**config.mk**
```make
export PLATFORM = sky130hd
export DESIGN_NAME = completion_top
export DESIGN_NICKNAME = d
export VERILOG_FILES = /design/src/hdl/cdb_pkg.sv /design/src/hdl/psel_gen.sv /design/src/hdl/cdb.sv /design/src/hdl/fu_result_hold.sv /design/src/hdl/mult_cycle_counter.sv /design/src/hdl/mult_ctrl.sv /design/src/hdl/ready_table.sv /design/src/hdl/completion_top.sv
export SDC_FILE = /design/constraint.sdc
export NUM_CORES = 1
export LEC_CHECK = 0
export ABC_AREA = 1
export ABC_CLOCK_PERIOD_IN_PS = 1520
export BUFFER_PORTS_ARGS = -buffer_cell sky130_fd_sc_hd__buf_2
export CAP_MARGIN = 20
export CORE_UTILIZATION = 49
export DETAILED_ROUTE_END_ITERATION = 7
export PLACE_DENSITY = 0.76
export SLEW_MARGIN = 20
export SYNTH_ARGS = -nofsm -noshare
export SYNTH_HDL_FRONTEND = slang
export SYNTH_SLANG_ARGS = --single-unit
```
**constraint.sdc**
```tcl
create_clock -name clock -period 1.52 [get_ports clock]
set_input_delay 0.152 -clock clock [delete_from_list [all_inputs] [get_ports clock]]
set_output_delay 0.152 -clock clock [all_outputs]
set_load 0.01 [all_outputs]
```
**src/hdl/cdb_pkg.sv**
```systemverilog
// Completion subsystem shared definitions
// Bus width, unit counts, multiplier latency and the tag and state types
// used by the common data bus and the units that feed it

package cdb_pkg;

  // Broadcast lanes on the common data bus
  localparam int CDB_WIDTH = 2;

  // Functional unit counts
  localparam int NUM_FU_ALU  = 3;
  localparam int NUM_FU_MULT = 1;
  // ALUs take request lanes 0..NUM_FU_ALU-1, the multiplier follows them
  localparam int NUM_FU      = NUM_FU_ALU + NUM_FU_MULT;

  // Physical register file size and tag width
  localparam int PHYS_REGS = 32;
  localparam int TAG_W     = $clog2(PHYS_REGS);

  // Multiplier execution cycles
  localparam int MULT_LATENCY = 4;
  // Counter holds MULT_LATENCY-1 down to zero
  localparam int MULT_CNT_W   = (MULT_LATENCY > 1) ? $clog2(MULT_LATENCY) : 1;

  // Grant count covers 0..CDB_WIDTH
  localparam int GRANT_CNT_W = $clog2(CDB_WIDTH + 1);

  // Physical destination tag
  typedef logic [TAG_W-1:0] phys_tag_t;

  // Multiplier control states
  typedef enum logic [1:0] {
    IDLE,
    BUSY,
    DONE
  } mult_state_t;

endpackage

```
**src/hdl/psel_gen.sv**
```systemverilog
// Multi-winner priority selector
// Grants up to CDB_WIDTH requests, one per bus lane, lowest index first

`timescale 1ns/1ns

module psel_gen import cdb_pkg::*; (
  input  logic [NUM_FU-1:0]                 req,
  output logic [CDB_WIDTH-1:0][NUM_FU-1:0]  gnt_bus
);

  // Each lane takes the lowest request that earlier lanes left over
  always_comb begin
    logic [NUM_FU-1:0] remaining;
    remaining = req;
    for (int lane = 0; lane < CDB_WIDTH; lane++) begin
      // Two's complement trick isolates the lowest set bit
      gnt_bus[lane] = remaining & (~remaining + 1'b1);
      // Winner is no longer eligible for later lanes
      remaining     = remaining & ~gnt_bus[lane];
    end
  end

  // Grants only go to requesting units
  always_comb begin
    for (int lane = 0; lane < CDB_WIDTH; lane++) begin
      assert final ((gnt_bus[lane] & ~req) == '0)
        else $error("psel_gen: lane %0d granted %b without request %b",
                    lane, gnt_bus[lane], req);
    end
  end

  // A unit wins at most one lane
  always_comb begin
    for (int a = 0; a < CDB_WIDTH; a++) begin
      for (int b = a + 1; b < CDB_WIDTH; b++) begin
        assert final ((gnt_bus[a] & gnt_bus[b]) == '0)
          else $error("psel_gen: lanes %0d and %0d share a winner", a, b);
      end
    end
  end

endmodule

```
**src/hdl/cdb.sv**
```systemverilog
// Tags-only common data bus
// Arbitrates unit requests onto CDB_WIDTH lanes, returns a registered
// grant mask one cycle later and broadcasts the winning tags the cycle after

`timescale 1ns/1ns

module cdb import cdb_pkg::*; (
  input  logic                          clock,
  input  logic                          reset,
  // Requests from the units, cycle K
  input  logic      [NUM_FU-1:0]        fu_req_valid,
  input  phys_tag_t [NUM_FU-1:0]        fu_req_tag,
  // Winners back to the units, cycle K+1
  output logic      [NUM_FU-1:0]        ex_grant_mask_q,
  output logic      [GRANT_CNT_W-1:0]   ex_grant_count_q,
  // Broadcast, cycle K+2
  output logic      [CDB_WIDTH-1:0]     cdb_valid,
  output phys_tag_t [CDB_WIDTH-1:0]     cdb_tag
);

  logic [CDB_WIDTH-1:0][NUM_FU-1:0] lane_gnt;
  logic [CDB_WIDTH-1:0][NUM_FU-1:0] lane_gnt_q;
  logic [NUM_FU-1:0]                grant_mask_d;
  logic [GRANT_CNT_W-1:0]           grant_count_d;
  phys_tag_t [NUM_FU-1:0]           req_tag_q;
  logic [CDB_WIDTH-1:0]             lane_valid_d;
  phys_tag_t [CDB_WIDTH-1:0]        lane_tag_d;

  // One one-hot winner row per bus lane
  psel_gen i_psel_gen (
    .req     (fu_req_valid),
    .gnt_bus (lane_gnt)
  );

  // Fold lane rows into a per-unit mask and count the winners
  always_comb begin
    grant_mask_d  = '0;
    grant_count_d = '0;
    for (int lane = 0; lane < CDB_WIDTH; lane++) begin
      grant_mask_d |= lane_gnt[lane];
    end
    for (int fu = 0; fu < NUM_FU; fu++) begin
      grant_count_d += GRANT_CNT_W'(grant_mask_d[fu]);
    end
  end

  // Grant stage, aligned with the unit that must drop its request
  always_ff @(posedge clock) begin
    if (reset) begin
      lane_gnt_q       <= '0;
      ex_grant_mask_q  <= '0;
      ex_grant_count_q <= '0;
    end else begin
      lane_gnt_q       <= lane_gnt;
      ex_grant_mask_q  <= grant_mask_d;
      ex_grant_count_q <= grant_count_d;
    end
  end

  // Tags ride alongside the grants
  always_ff @(posedge clock) begin
    req_tag_q <= fu_req_tag;
  end

  // Per-lane one-hot tag mux
  always_comb begin
    for (int lane = 0; lane < CDB_WIDTH; lane++) begin
      lane_valid_d[lane] = |lane_gnt_q[lane];
      lane_tag_d[lane]   = '0;
      for (int fu = 0; fu < NUM_FU; fu++) begin
        if (lane_gnt_q[lane][fu]) begin
          lane_tag_d[lane] = req_tag_q[fu];
        end
      end
    end
  end

  // Broadcast register
  always_ff @(posedge clock) begin
    if (reset) begin
      cdb_valid <= '0;
    end else begin
      cdb_valid <= lane_valid_d;
    end
  end

  always_ff @(posedge clock) begin
    cdb_tag <= lane_tag_d;
  end

  // Count can never pass the number of lanes
  grant_count_bound: assert property (@(posedge clock) disable iff (reset)
    ex_grant_count_q <= GRANT_CNT_W'(CDB_WIDTH))
    else $error("cdb: grant count %0d above lane count", ex_grant_count_q);

endmodule

```
**src/hdl/fu_result_hold.sv**
```systemverilog
// ALU result hold
// One-entry register for a finished single-cycle result tag that
// requests the bus until granted and frees itself on the grant

`timescale 1ns/1ns

module fu_result_hold import cdb_pkg::*; (
  input  logic       clock,
  input  logic       reset,
  input  logic       issue_valid,
  input  phys_tag_t  issue_tag,
  input  logic       grant,
  output logic       req_valid,
  output phys_tag_t  req_tag,
  output logic       ready
);

  logic       full_q;
  phys_tag_t  tag_q;
  logic       take;

  // Free now, or freed by this cycle's grant
  assign ready = !full_q || grant;
  assign take  = issue_valid && ready;

  always_ff @(posedge clock) begin
    if (reset) begin
      full_q <= 1'b0;
    end else if (take) begin
      full_q <= 1'b1;
    end else if (grant) begin
      full_q <= 1'b0;
    end
  end

  always_ff @(posedge clock) begin
    if (take) begin
      tag_q <= issue_tag;
    end
  end

  // Masked in the grant cycle so the tag is not arbitrated twice
  assign req_valid = full_q && !grant;
  assign req_tag   = tag_q;

  // Issue only lands when the entry is free or leaving
  no_issue_when_full: assert property (@(posedge clock) disable iff (reset)
    issue_valid |-> (!full_q || grant))
    else $error("fu_result_hold: issue while holding tag %0d", tag_q);

endmodule

```
**src/hdl/mult_cycle_counter.sv**
```systemverilog
// Multiplier latency counter
// Counts MULT_LATENCY cycles after a load and flags the last one

`timescale 1ns/1ns

module mult_cycle_counter import cdb_pkg::*; (
  input  logic  clock,
  input  logic  reset,
  input  logic  load,
  output logic  done
);

  logic [MULT_CNT_W-1:0] count_q;
  logic                  running_q;

  always_ff @(posedge clock) begin
    if (reset) begin
      running_q <= 1'b0;
      count_q   <= '0;
    end else if (load) begin
      running_q <= 1'b1;
      count_q   <= MULT_CNT_W'(MULT_LATENCY - 1);
    end else if (running_q) begin
      // Stops after the zero cycle
      if (count_q == '0) begin
        running_q <= 1'b0;
      end else begin
        count_q <= count_q - 1'b1;
      end
    end
  end

  // High in the last execution cycle
  assign done = running_q && (count_q == '0);

  no_reload_while_running: assert property (@(posedge clock) disable iff (reset)
    load |-> !running_q)
    else $error("mult_cycle_counter: load with %0d cycles left", count_q);

endmodule

```
**src/hdl/mult_ctrl.sv**
```systemverilog
// Multiplier control
// IDLE/BUSY/DONE machine that runs one multiply for MULT_LATENCY cycles,
// then holds its tag and requests the bus until granted

`timescale 1ns/1ns

module mult_ctrl import cdb_pkg::*; (
  input  logic       clock,
  input  logic       reset,
  input  logic       issue_valid,
  input  phys_tag_t  issue_tag,
  input  logic       grant,
  output logic       req_valid,
  output phys_tag_t  req_tag,
  output logic       ready
);

  mult_state_t state_q;
  mult_state_t state_d;
  phys_tag_t   tag_q;
  logic        start;
  logic        cnt_done;

  // Accepts only when idle
  assign ready = (state_q == IDLE);
  assign start = issue_valid && ready;

  mult_cycle_counter i_mult_cycle_counter (
    .clock (clock),
    .reset (reset),
    .load  (start),
    .done  (cnt_done)
  );

  always_comb begin
    state_d = state_q;
    case (state_q)
      IDLE:    if (start) state_d = BUSY;
      // Last execution cycle moves to DONE
      BUSY:    if (cnt_done) state_d = DONE;
      // Result leaves on its grant
      DONE:    if (grant) state_d = IDLE;
      default: state_d = IDLE;
    endcase
  end

  always_ff @(posedge clock) begin
    if (reset) begin
      state_q <= IDLE;
    end else begin
      state_q <= state_d;
    end
  end

  // Destination tag latched at issue
  always_ff @(posedge clock) begin
    if (start) begin
      tag_q <= issue_tag;
    end
  end

  // Request dropped in the grant cycle
  assign req_valid = (state_q == DONE) && !grant;
  assign req_tag   = tag_q;

endmodule

```
**src/hdl/ready_table.sv**
```systemverilog
// Physical register ready table
// One bit per physical register, cleared when rename allocates the
// register and set when the bus broadcasts its tag

`timescale 1ns/1ns

module ready_table import cdb_pkg::*; (
  input  logic                       clock,
  input  logic                       reset,
  input  logic                       dispatch_valid,
  input  phys_tag_t                  dispatch_tag,
  input  logic      [CDB_WIDTH-1:0]  cdb_valid,
  input  phys_tag_t [CDB_WIDTH-1:0]  cdb_tag,
  output logic      [PHYS_REGS-1:0]  ready_bits
);

  logic [PHYS_REGS-1:0] ready_d;

  always_comb begin
    ready_d = ready_bits;
    // Newly allocated destination is not ready
    if (dispatch_valid) begin
      ready_d[dispatch_tag] = 1'b0;
    end
    // Broadcast applied last so set beats clear
    for (int lane = 0; lane < CDB_WIDTH; lane++) begin
      if (cdb_valid[lane]) begin
        ready_d[cdb_tag[lane]] = 1'b1;
      end
    end
  end

  // Out of reset every register holds architectural state
  always_ff @(posedge clock) begin
    if (reset) begin
      ready_bits <= '1;
    end else begin
      ready_bits <= ready_d;
    end
  end

  // A completing tag must have been allocated first
  for (genvar lane = 0; lane < CDB_WIDTH; lane++) begin : g_bcast_chk
    bcast_not_ready: assert property (@(posedge clock) disable iff (reset)
      cdb_valid[lane] |-> !ready_bits[cdb_tag[lane]])
      else $error("ready_table: lane %0d broadcast tag %0d already ready",
                  lane, cdb_tag[lane]);
  end

endmodule

```
**src/hdl/completion_top.sv**
```systemverilog
// Completion subsystem top
// ALU and multiplier result units feeding the common data bus, whose
// broadcast updates the physical register ready table

`timescale 1ns/1ns

module completion_top import cdb_pkg::*; (
  input  logic                         clock,
  input  logic                         reset,
  // Issue from the execute stage
  input  logic      [NUM_FU_ALU-1:0]   alu_issue_valid,
  input  phys_tag_t [NUM_FU_ALU-1:0]   alu_issue_tag,
  input  logic                         mult_issue_valid,
  input  phys_tag_t                    mult_issue_tag,
  // Rename allocation
  input  logic                         dispatch_valid,
  input  phys_tag_t                    dispatch_tag,
  // Unit ready levels
  output logic      [NUM_FU_ALU-1:0]   alu_ready,
  output logic                         mult_ready,
  // Broadcast and bus status
  output logic      [CDB_WIDTH-1:0]    cdb_valid,
  output phys_tag_t [CDB_WIDTH-1:0]    cdb_tag,
  output logic      [GRANT_CNT_W-1:0]  grant_count,
  output logic      [PHYS_REGS-1:0]    ready_bits
);

  logic      [NUM_FU-1:0]  fu_req_valid;
  phys_tag_t [NUM_FU-1:0]  fu_req_tag;
  logic      [NUM_FU-1:0]  ex_grant_mask_q;

  // ALU lanes occupy the low request indices
  for (genvar g = 0; g < NUM_FU_ALU; g++) begin : g_alu
    fu_result_hold i_fu_result_hold (
      .clock       (clock),
      .reset       (reset),
      .issue_valid (alu_issue_valid[g]),
      .issue_tag   (alu_issue_tag[g]),
      .grant       (ex_grant_mask_q[g]),
      .req_valid   (fu_req_valid[g]),
      .req_tag     (fu_req_tag[g]),
      .ready       (alu_ready[g])
    );
  end

  // Multiplier takes the lowest priority lane
  mult_ctrl i_mult_ctrl (
    .clock       (clock),
    .reset       (reset),
    .issue_valid (mult_issue_valid),
    .issue_tag   (mult_issue_tag),
    .grant       (ex_grant_mask_q[NUM_FU_ALU]),
    .req_valid   (fu_req_valid[NUM_FU_ALU]),
    .req_tag     (fu_req_tag[NUM_FU_ALU]),
    .ready       (mult_ready)
  );

  cdb i_cdb (
    .clock            (clock),
    .reset            (reset),
    .fu_req_valid     (fu_req_valid),
    .fu_req_tag       (fu_req_tag),
    .ex_grant_mask_q  (ex_grant_mask_q),
    .ex_grant_count_q (grant_count),
    .cdb_valid        (cdb_valid),
    .cdb_tag          (cdb_tag)
  );

  ready_table i_ready_table (
    .clock          (clock),
    .reset          (reset),
    .dispatch_valid (dispatch_valid),
    .dispatch_tag   (dispatch_tag),
    .cdb_valid      (cdb_valid),
    .cdb_tag        (cdb_tag),
    .ready_bits     (ready_bits)
  );

endmodule

```
==> impl_results.md <==
* Worst Skew at 6.728 ps
* Total global-route track usage at 0.2425
* Final setup vio count at 1
* Share of cells above drive strength 1 at 0.3049
* Kind of critical path: flop to flop
* Cell Rows at 32
* Routed vias at ~3,600
* Num CTS Buffers at 9
* Crit start category: flop
* Routed len/inst at 15.02 um
* Synth unique cells at 25
* Clock share of power at 0.359
* Post-Syn Area per Cell at 8.860 um2
* Antenna violations before repair at 0
* Vias in the first global route at ~3,300
* Max VDD drop at 0.0008653 V
* Final Slew Violations at 0
* Clk_lat worst skew at 360 ps
* Multi-input gate area at 1490 um2
* Share of the synthesized area in the top cell type at 0.4284
* Aggregate global routing overflow at 0
* Critical path required time at around 1800 ps
* Worst-path cell chain: inv_2 -> nand2_4 -> nand3_4 -> clkinv_2 -> nand2_2 -> nand2_2 -> ha_4 -> ha_4 -> a21boi_1 -> nor2_1
* Synth area leaders: dfxtp_1 (43%), edfxtp_1 (15%), nand2_1 (7.1%)
* Clock Root Buffer: clkbuf_8
* Yosys warnings at 0
* Sequential cell area at 2288 um2
* Crit path capture type: flop
* Synthesized Nets at 478
* Synthesized flop and latch total at 104
* CP Data Arrival Time at 1800 ps
* Final nets at 604
* Place WS at -92.53 ps
* Sequential-to-total area share from yosys stat at 0.5814
* Cell taking the most area after synthesis: dfxtp_1
* Hold Path Class: input pin to flop
* Number of buffer and inverter stages on the critical path at 2
* CTS tree: yes
* First-pass GRT wire length at 15,640 um
* Clk pin slew, worst setup/hold paths at about 100 ps
* Core area at approximately 7700 um2
* Max cap viols at 0
* WL final at 10,150 um
* Mapped Cells at 443
* Post-route setup slack at -26.07 ps
* Largest net degree at the start of global routing at 30
* Port bufs at 81
* First-pass DRT Iterations at 5
* Power Internal at 4.297 mW
* Max Clk Rate at 646.8 MHz
* Drt via density at between 5 and 6
* Htree depth at 3
* Reg power frac at 0.536
* Worst slew pin tran at 519.0 ps
* Die width at roughly 92 um
* Pleak at ~2.1 nW
* Final Power at about 5.7 mW
* Cell family with most CP delay: simple AND/OR/NAND/NOR gates
* Number of I/O pins at 82
* Pwr dens at around 1100 nW/um2
* Crit path time final at 1546 ps
* Initial Util at 0.5079
* Final Hold Violating Endpoints at 0
* # diodes at 0
* Unrepaired setup endpoints after global routing: true
* NetSw at roughly 1.4 mW
* Highest-delay cell along the critical path: dfxtp_2
* Gate power share at 0.105
* Area of the die at 8372 um2
* Dpl hpwl at between 6000 and 7000 um
* Outcome: complete, but fails checks
* Final RePlAce weighted congestion at 0.8921
* Sw Ratio at 0.2427
* Filler cell count at 629
* Iter 0 DRT Violations at about 190
* Worst slew margin at 0.6513
* Die height at between 90 and 100 um
* Delay of the slowest critical-path stage at 340 ps
* CP max FO at 4
* Failing checks: setup timing
* Max Root-Sink Buffers at 2
* TritonCTS Sinks at 104
* Area grow syn2layout at 30.35%
* DR DRC count at 0
* Fin crit share at 1.017
* Mapped cell area at 3925 um2
* ANT nets after route at 0
==> state kept, by name (all words and copies together), names as in the netlist <==
signal / flops
i_mult_ctrl.i_mult_cycle_counter.count_q: 2
i_ready_table.ready_bits: 32
g_alu.i_fu_result_hold.req_tag: 15
i_cdb.ex_grant_mask_q: 3
i_cdb.cdb_tag: 10
i_mult_ctrl.state_q: 2
i_mult_ctrl.req_tag: 5
i_mult_ctrl.i_mult_cycle_counter.running_q: 1
g_alu.i_fu_result_hold.full_q: 3
i_cdb.req_tag_q: 20
i_cdb.lane_gnt_q: 7
i_cdb.ex_grant_count_q: 2
i_cdb.cdb_valid: 2
==> routing by layer <==
metal	GRT usage	routed length, um	part of all wire
met4	0.1230	350	0.034
met3	0.04523	727	0.072
met5	0	0	0
met2	0.4367	5134	0.51
met1	0.2713	3941	0.39
==> cell usage after synthesis (all sizes together) <==
| master | n |
|---|---|
| nor2 | 28 |
| o21ai | 34 |
| clkbuf | 2 |
| nand3 | 53 |
| buf | 6 |
| a31oi | 3 |
| nand2 | 74 |
| o211ai | 4 |
| ha | 3 |
| clkinv | 1 |
| o22ai | 1 |
| nor3 | 22 |
| dfxtp | 84 |
| a21oi | 48 |
| inv | 51 |
| edfxtp | 20 |
| a21boi | 1 |
| nand4 | 7 |
| or2 | 1 |
==> worst min-delay path, stage by stage <==
cell and delay, ps:
buf_2 100, inv_1 60, a21oi_1 60
==> metrics by stage <==
step	hold slack, ps	instance area, um2	util	setup TNS [ps]	std cells
2_1_floorplan	250.9	3935	-	0	443
6_report	49.80	5116	0.6621	-26.07	676
3_3_place_gp	324.7	4568	0.5912	-3.415	637
5_1_grt	65.26	5116	0.6621	-112.9	676
3_5_place_dp	327.8	4568	0.5912	-124.2	637
4_1_cts	24.74	5079	0.6572	0	674
==> power by group through the flow <==
stage               Sequential, mW  Combinational [mW]  Clock (mW)
finish                        3.04               0.595        2.04
global route                  3.05               0.651        2.18
CTS                           3.04               0.566        2.05
detailed placement            3.10               0.502           0
global placement              3.09               0.489           0
floorplan                     3.09               0.285           0
==> cell usage in the layout (no fill, tap or decap), drive strengths merged <==
cell,instances
dlygate4sd3,20
nand2,74
nor2,28
inv,53
o22ai,1
nand3,53
o21ai,34
a21boi,1
a21oi,48
nor3,22
a31oi,3
or2,1
edfxtp,20
clkbuf,10
ha,3
bufinv,3
buf,103
dfxtp,84
clkinv,1
clkinvlp,1
o211ai,4
nand4,7
==> worst paths after layout <==
path | depth (start not counted) | start | endpoint | slack [ps]
min | 3 | alu_issue_valid[1] | g_alu[1].i_fu_result_hold.full_q | 50
min reg2reg | 0 | g_alu[2].i_fu_result_hold.req_tag[4] | i_cdb.req_tag_q[14] | 350
max | 10 | i_cdb.ex_grant_mask_q[1] | i_cdb.ex_grant_count_q[1] | -30
max reg2reg | 10 | i_cdb.ex_grant_mask_q[1] | i_cdb.ex_grant_count_q[1] | -30
==> final cells by class <==
| cell class | count | area share |
|---|---|---|
| Clock buffer | 10 | 0.02494 |
| Sequential cell | 104 | 0.4473 |
| Tap cell | 102 | 0.02494 |
| Inverter | 52 | 0.03840 |
| Timing Repair Buffer | 123 | 0.1506 |
| Multi-Input combinational cell | 279 | 0.2913 |
| Clock inverter | 6 | 0.02250 |
==> what timing repair did <==
| item | in CTS | in global routing |
|---|---|---|
| hold buffers | 20 | 0 |
| setup buffers | 1 | 2 |
| hold endpoints to repair | 20 | 0 |
| pin swaps | 6 | 3 |
| gates resized for setup | 18 | 8 |
| endpoints found under the setup margin | 2 | 2 |
==> cell families (layout without fill, tap and decap cells) <==
logic type,Yosys count,after routing,share of synthesized area
AOI/OAI and AO/OA,91,91,0.1205
adders and majority gates,3,3,0.009564
buffers and inverters,60,191,0.06057
DFF,104,104,0.5814
and+or+nand+nor,185,185,0.2279
Note: power is estimated with default switching activity, not from simulation.
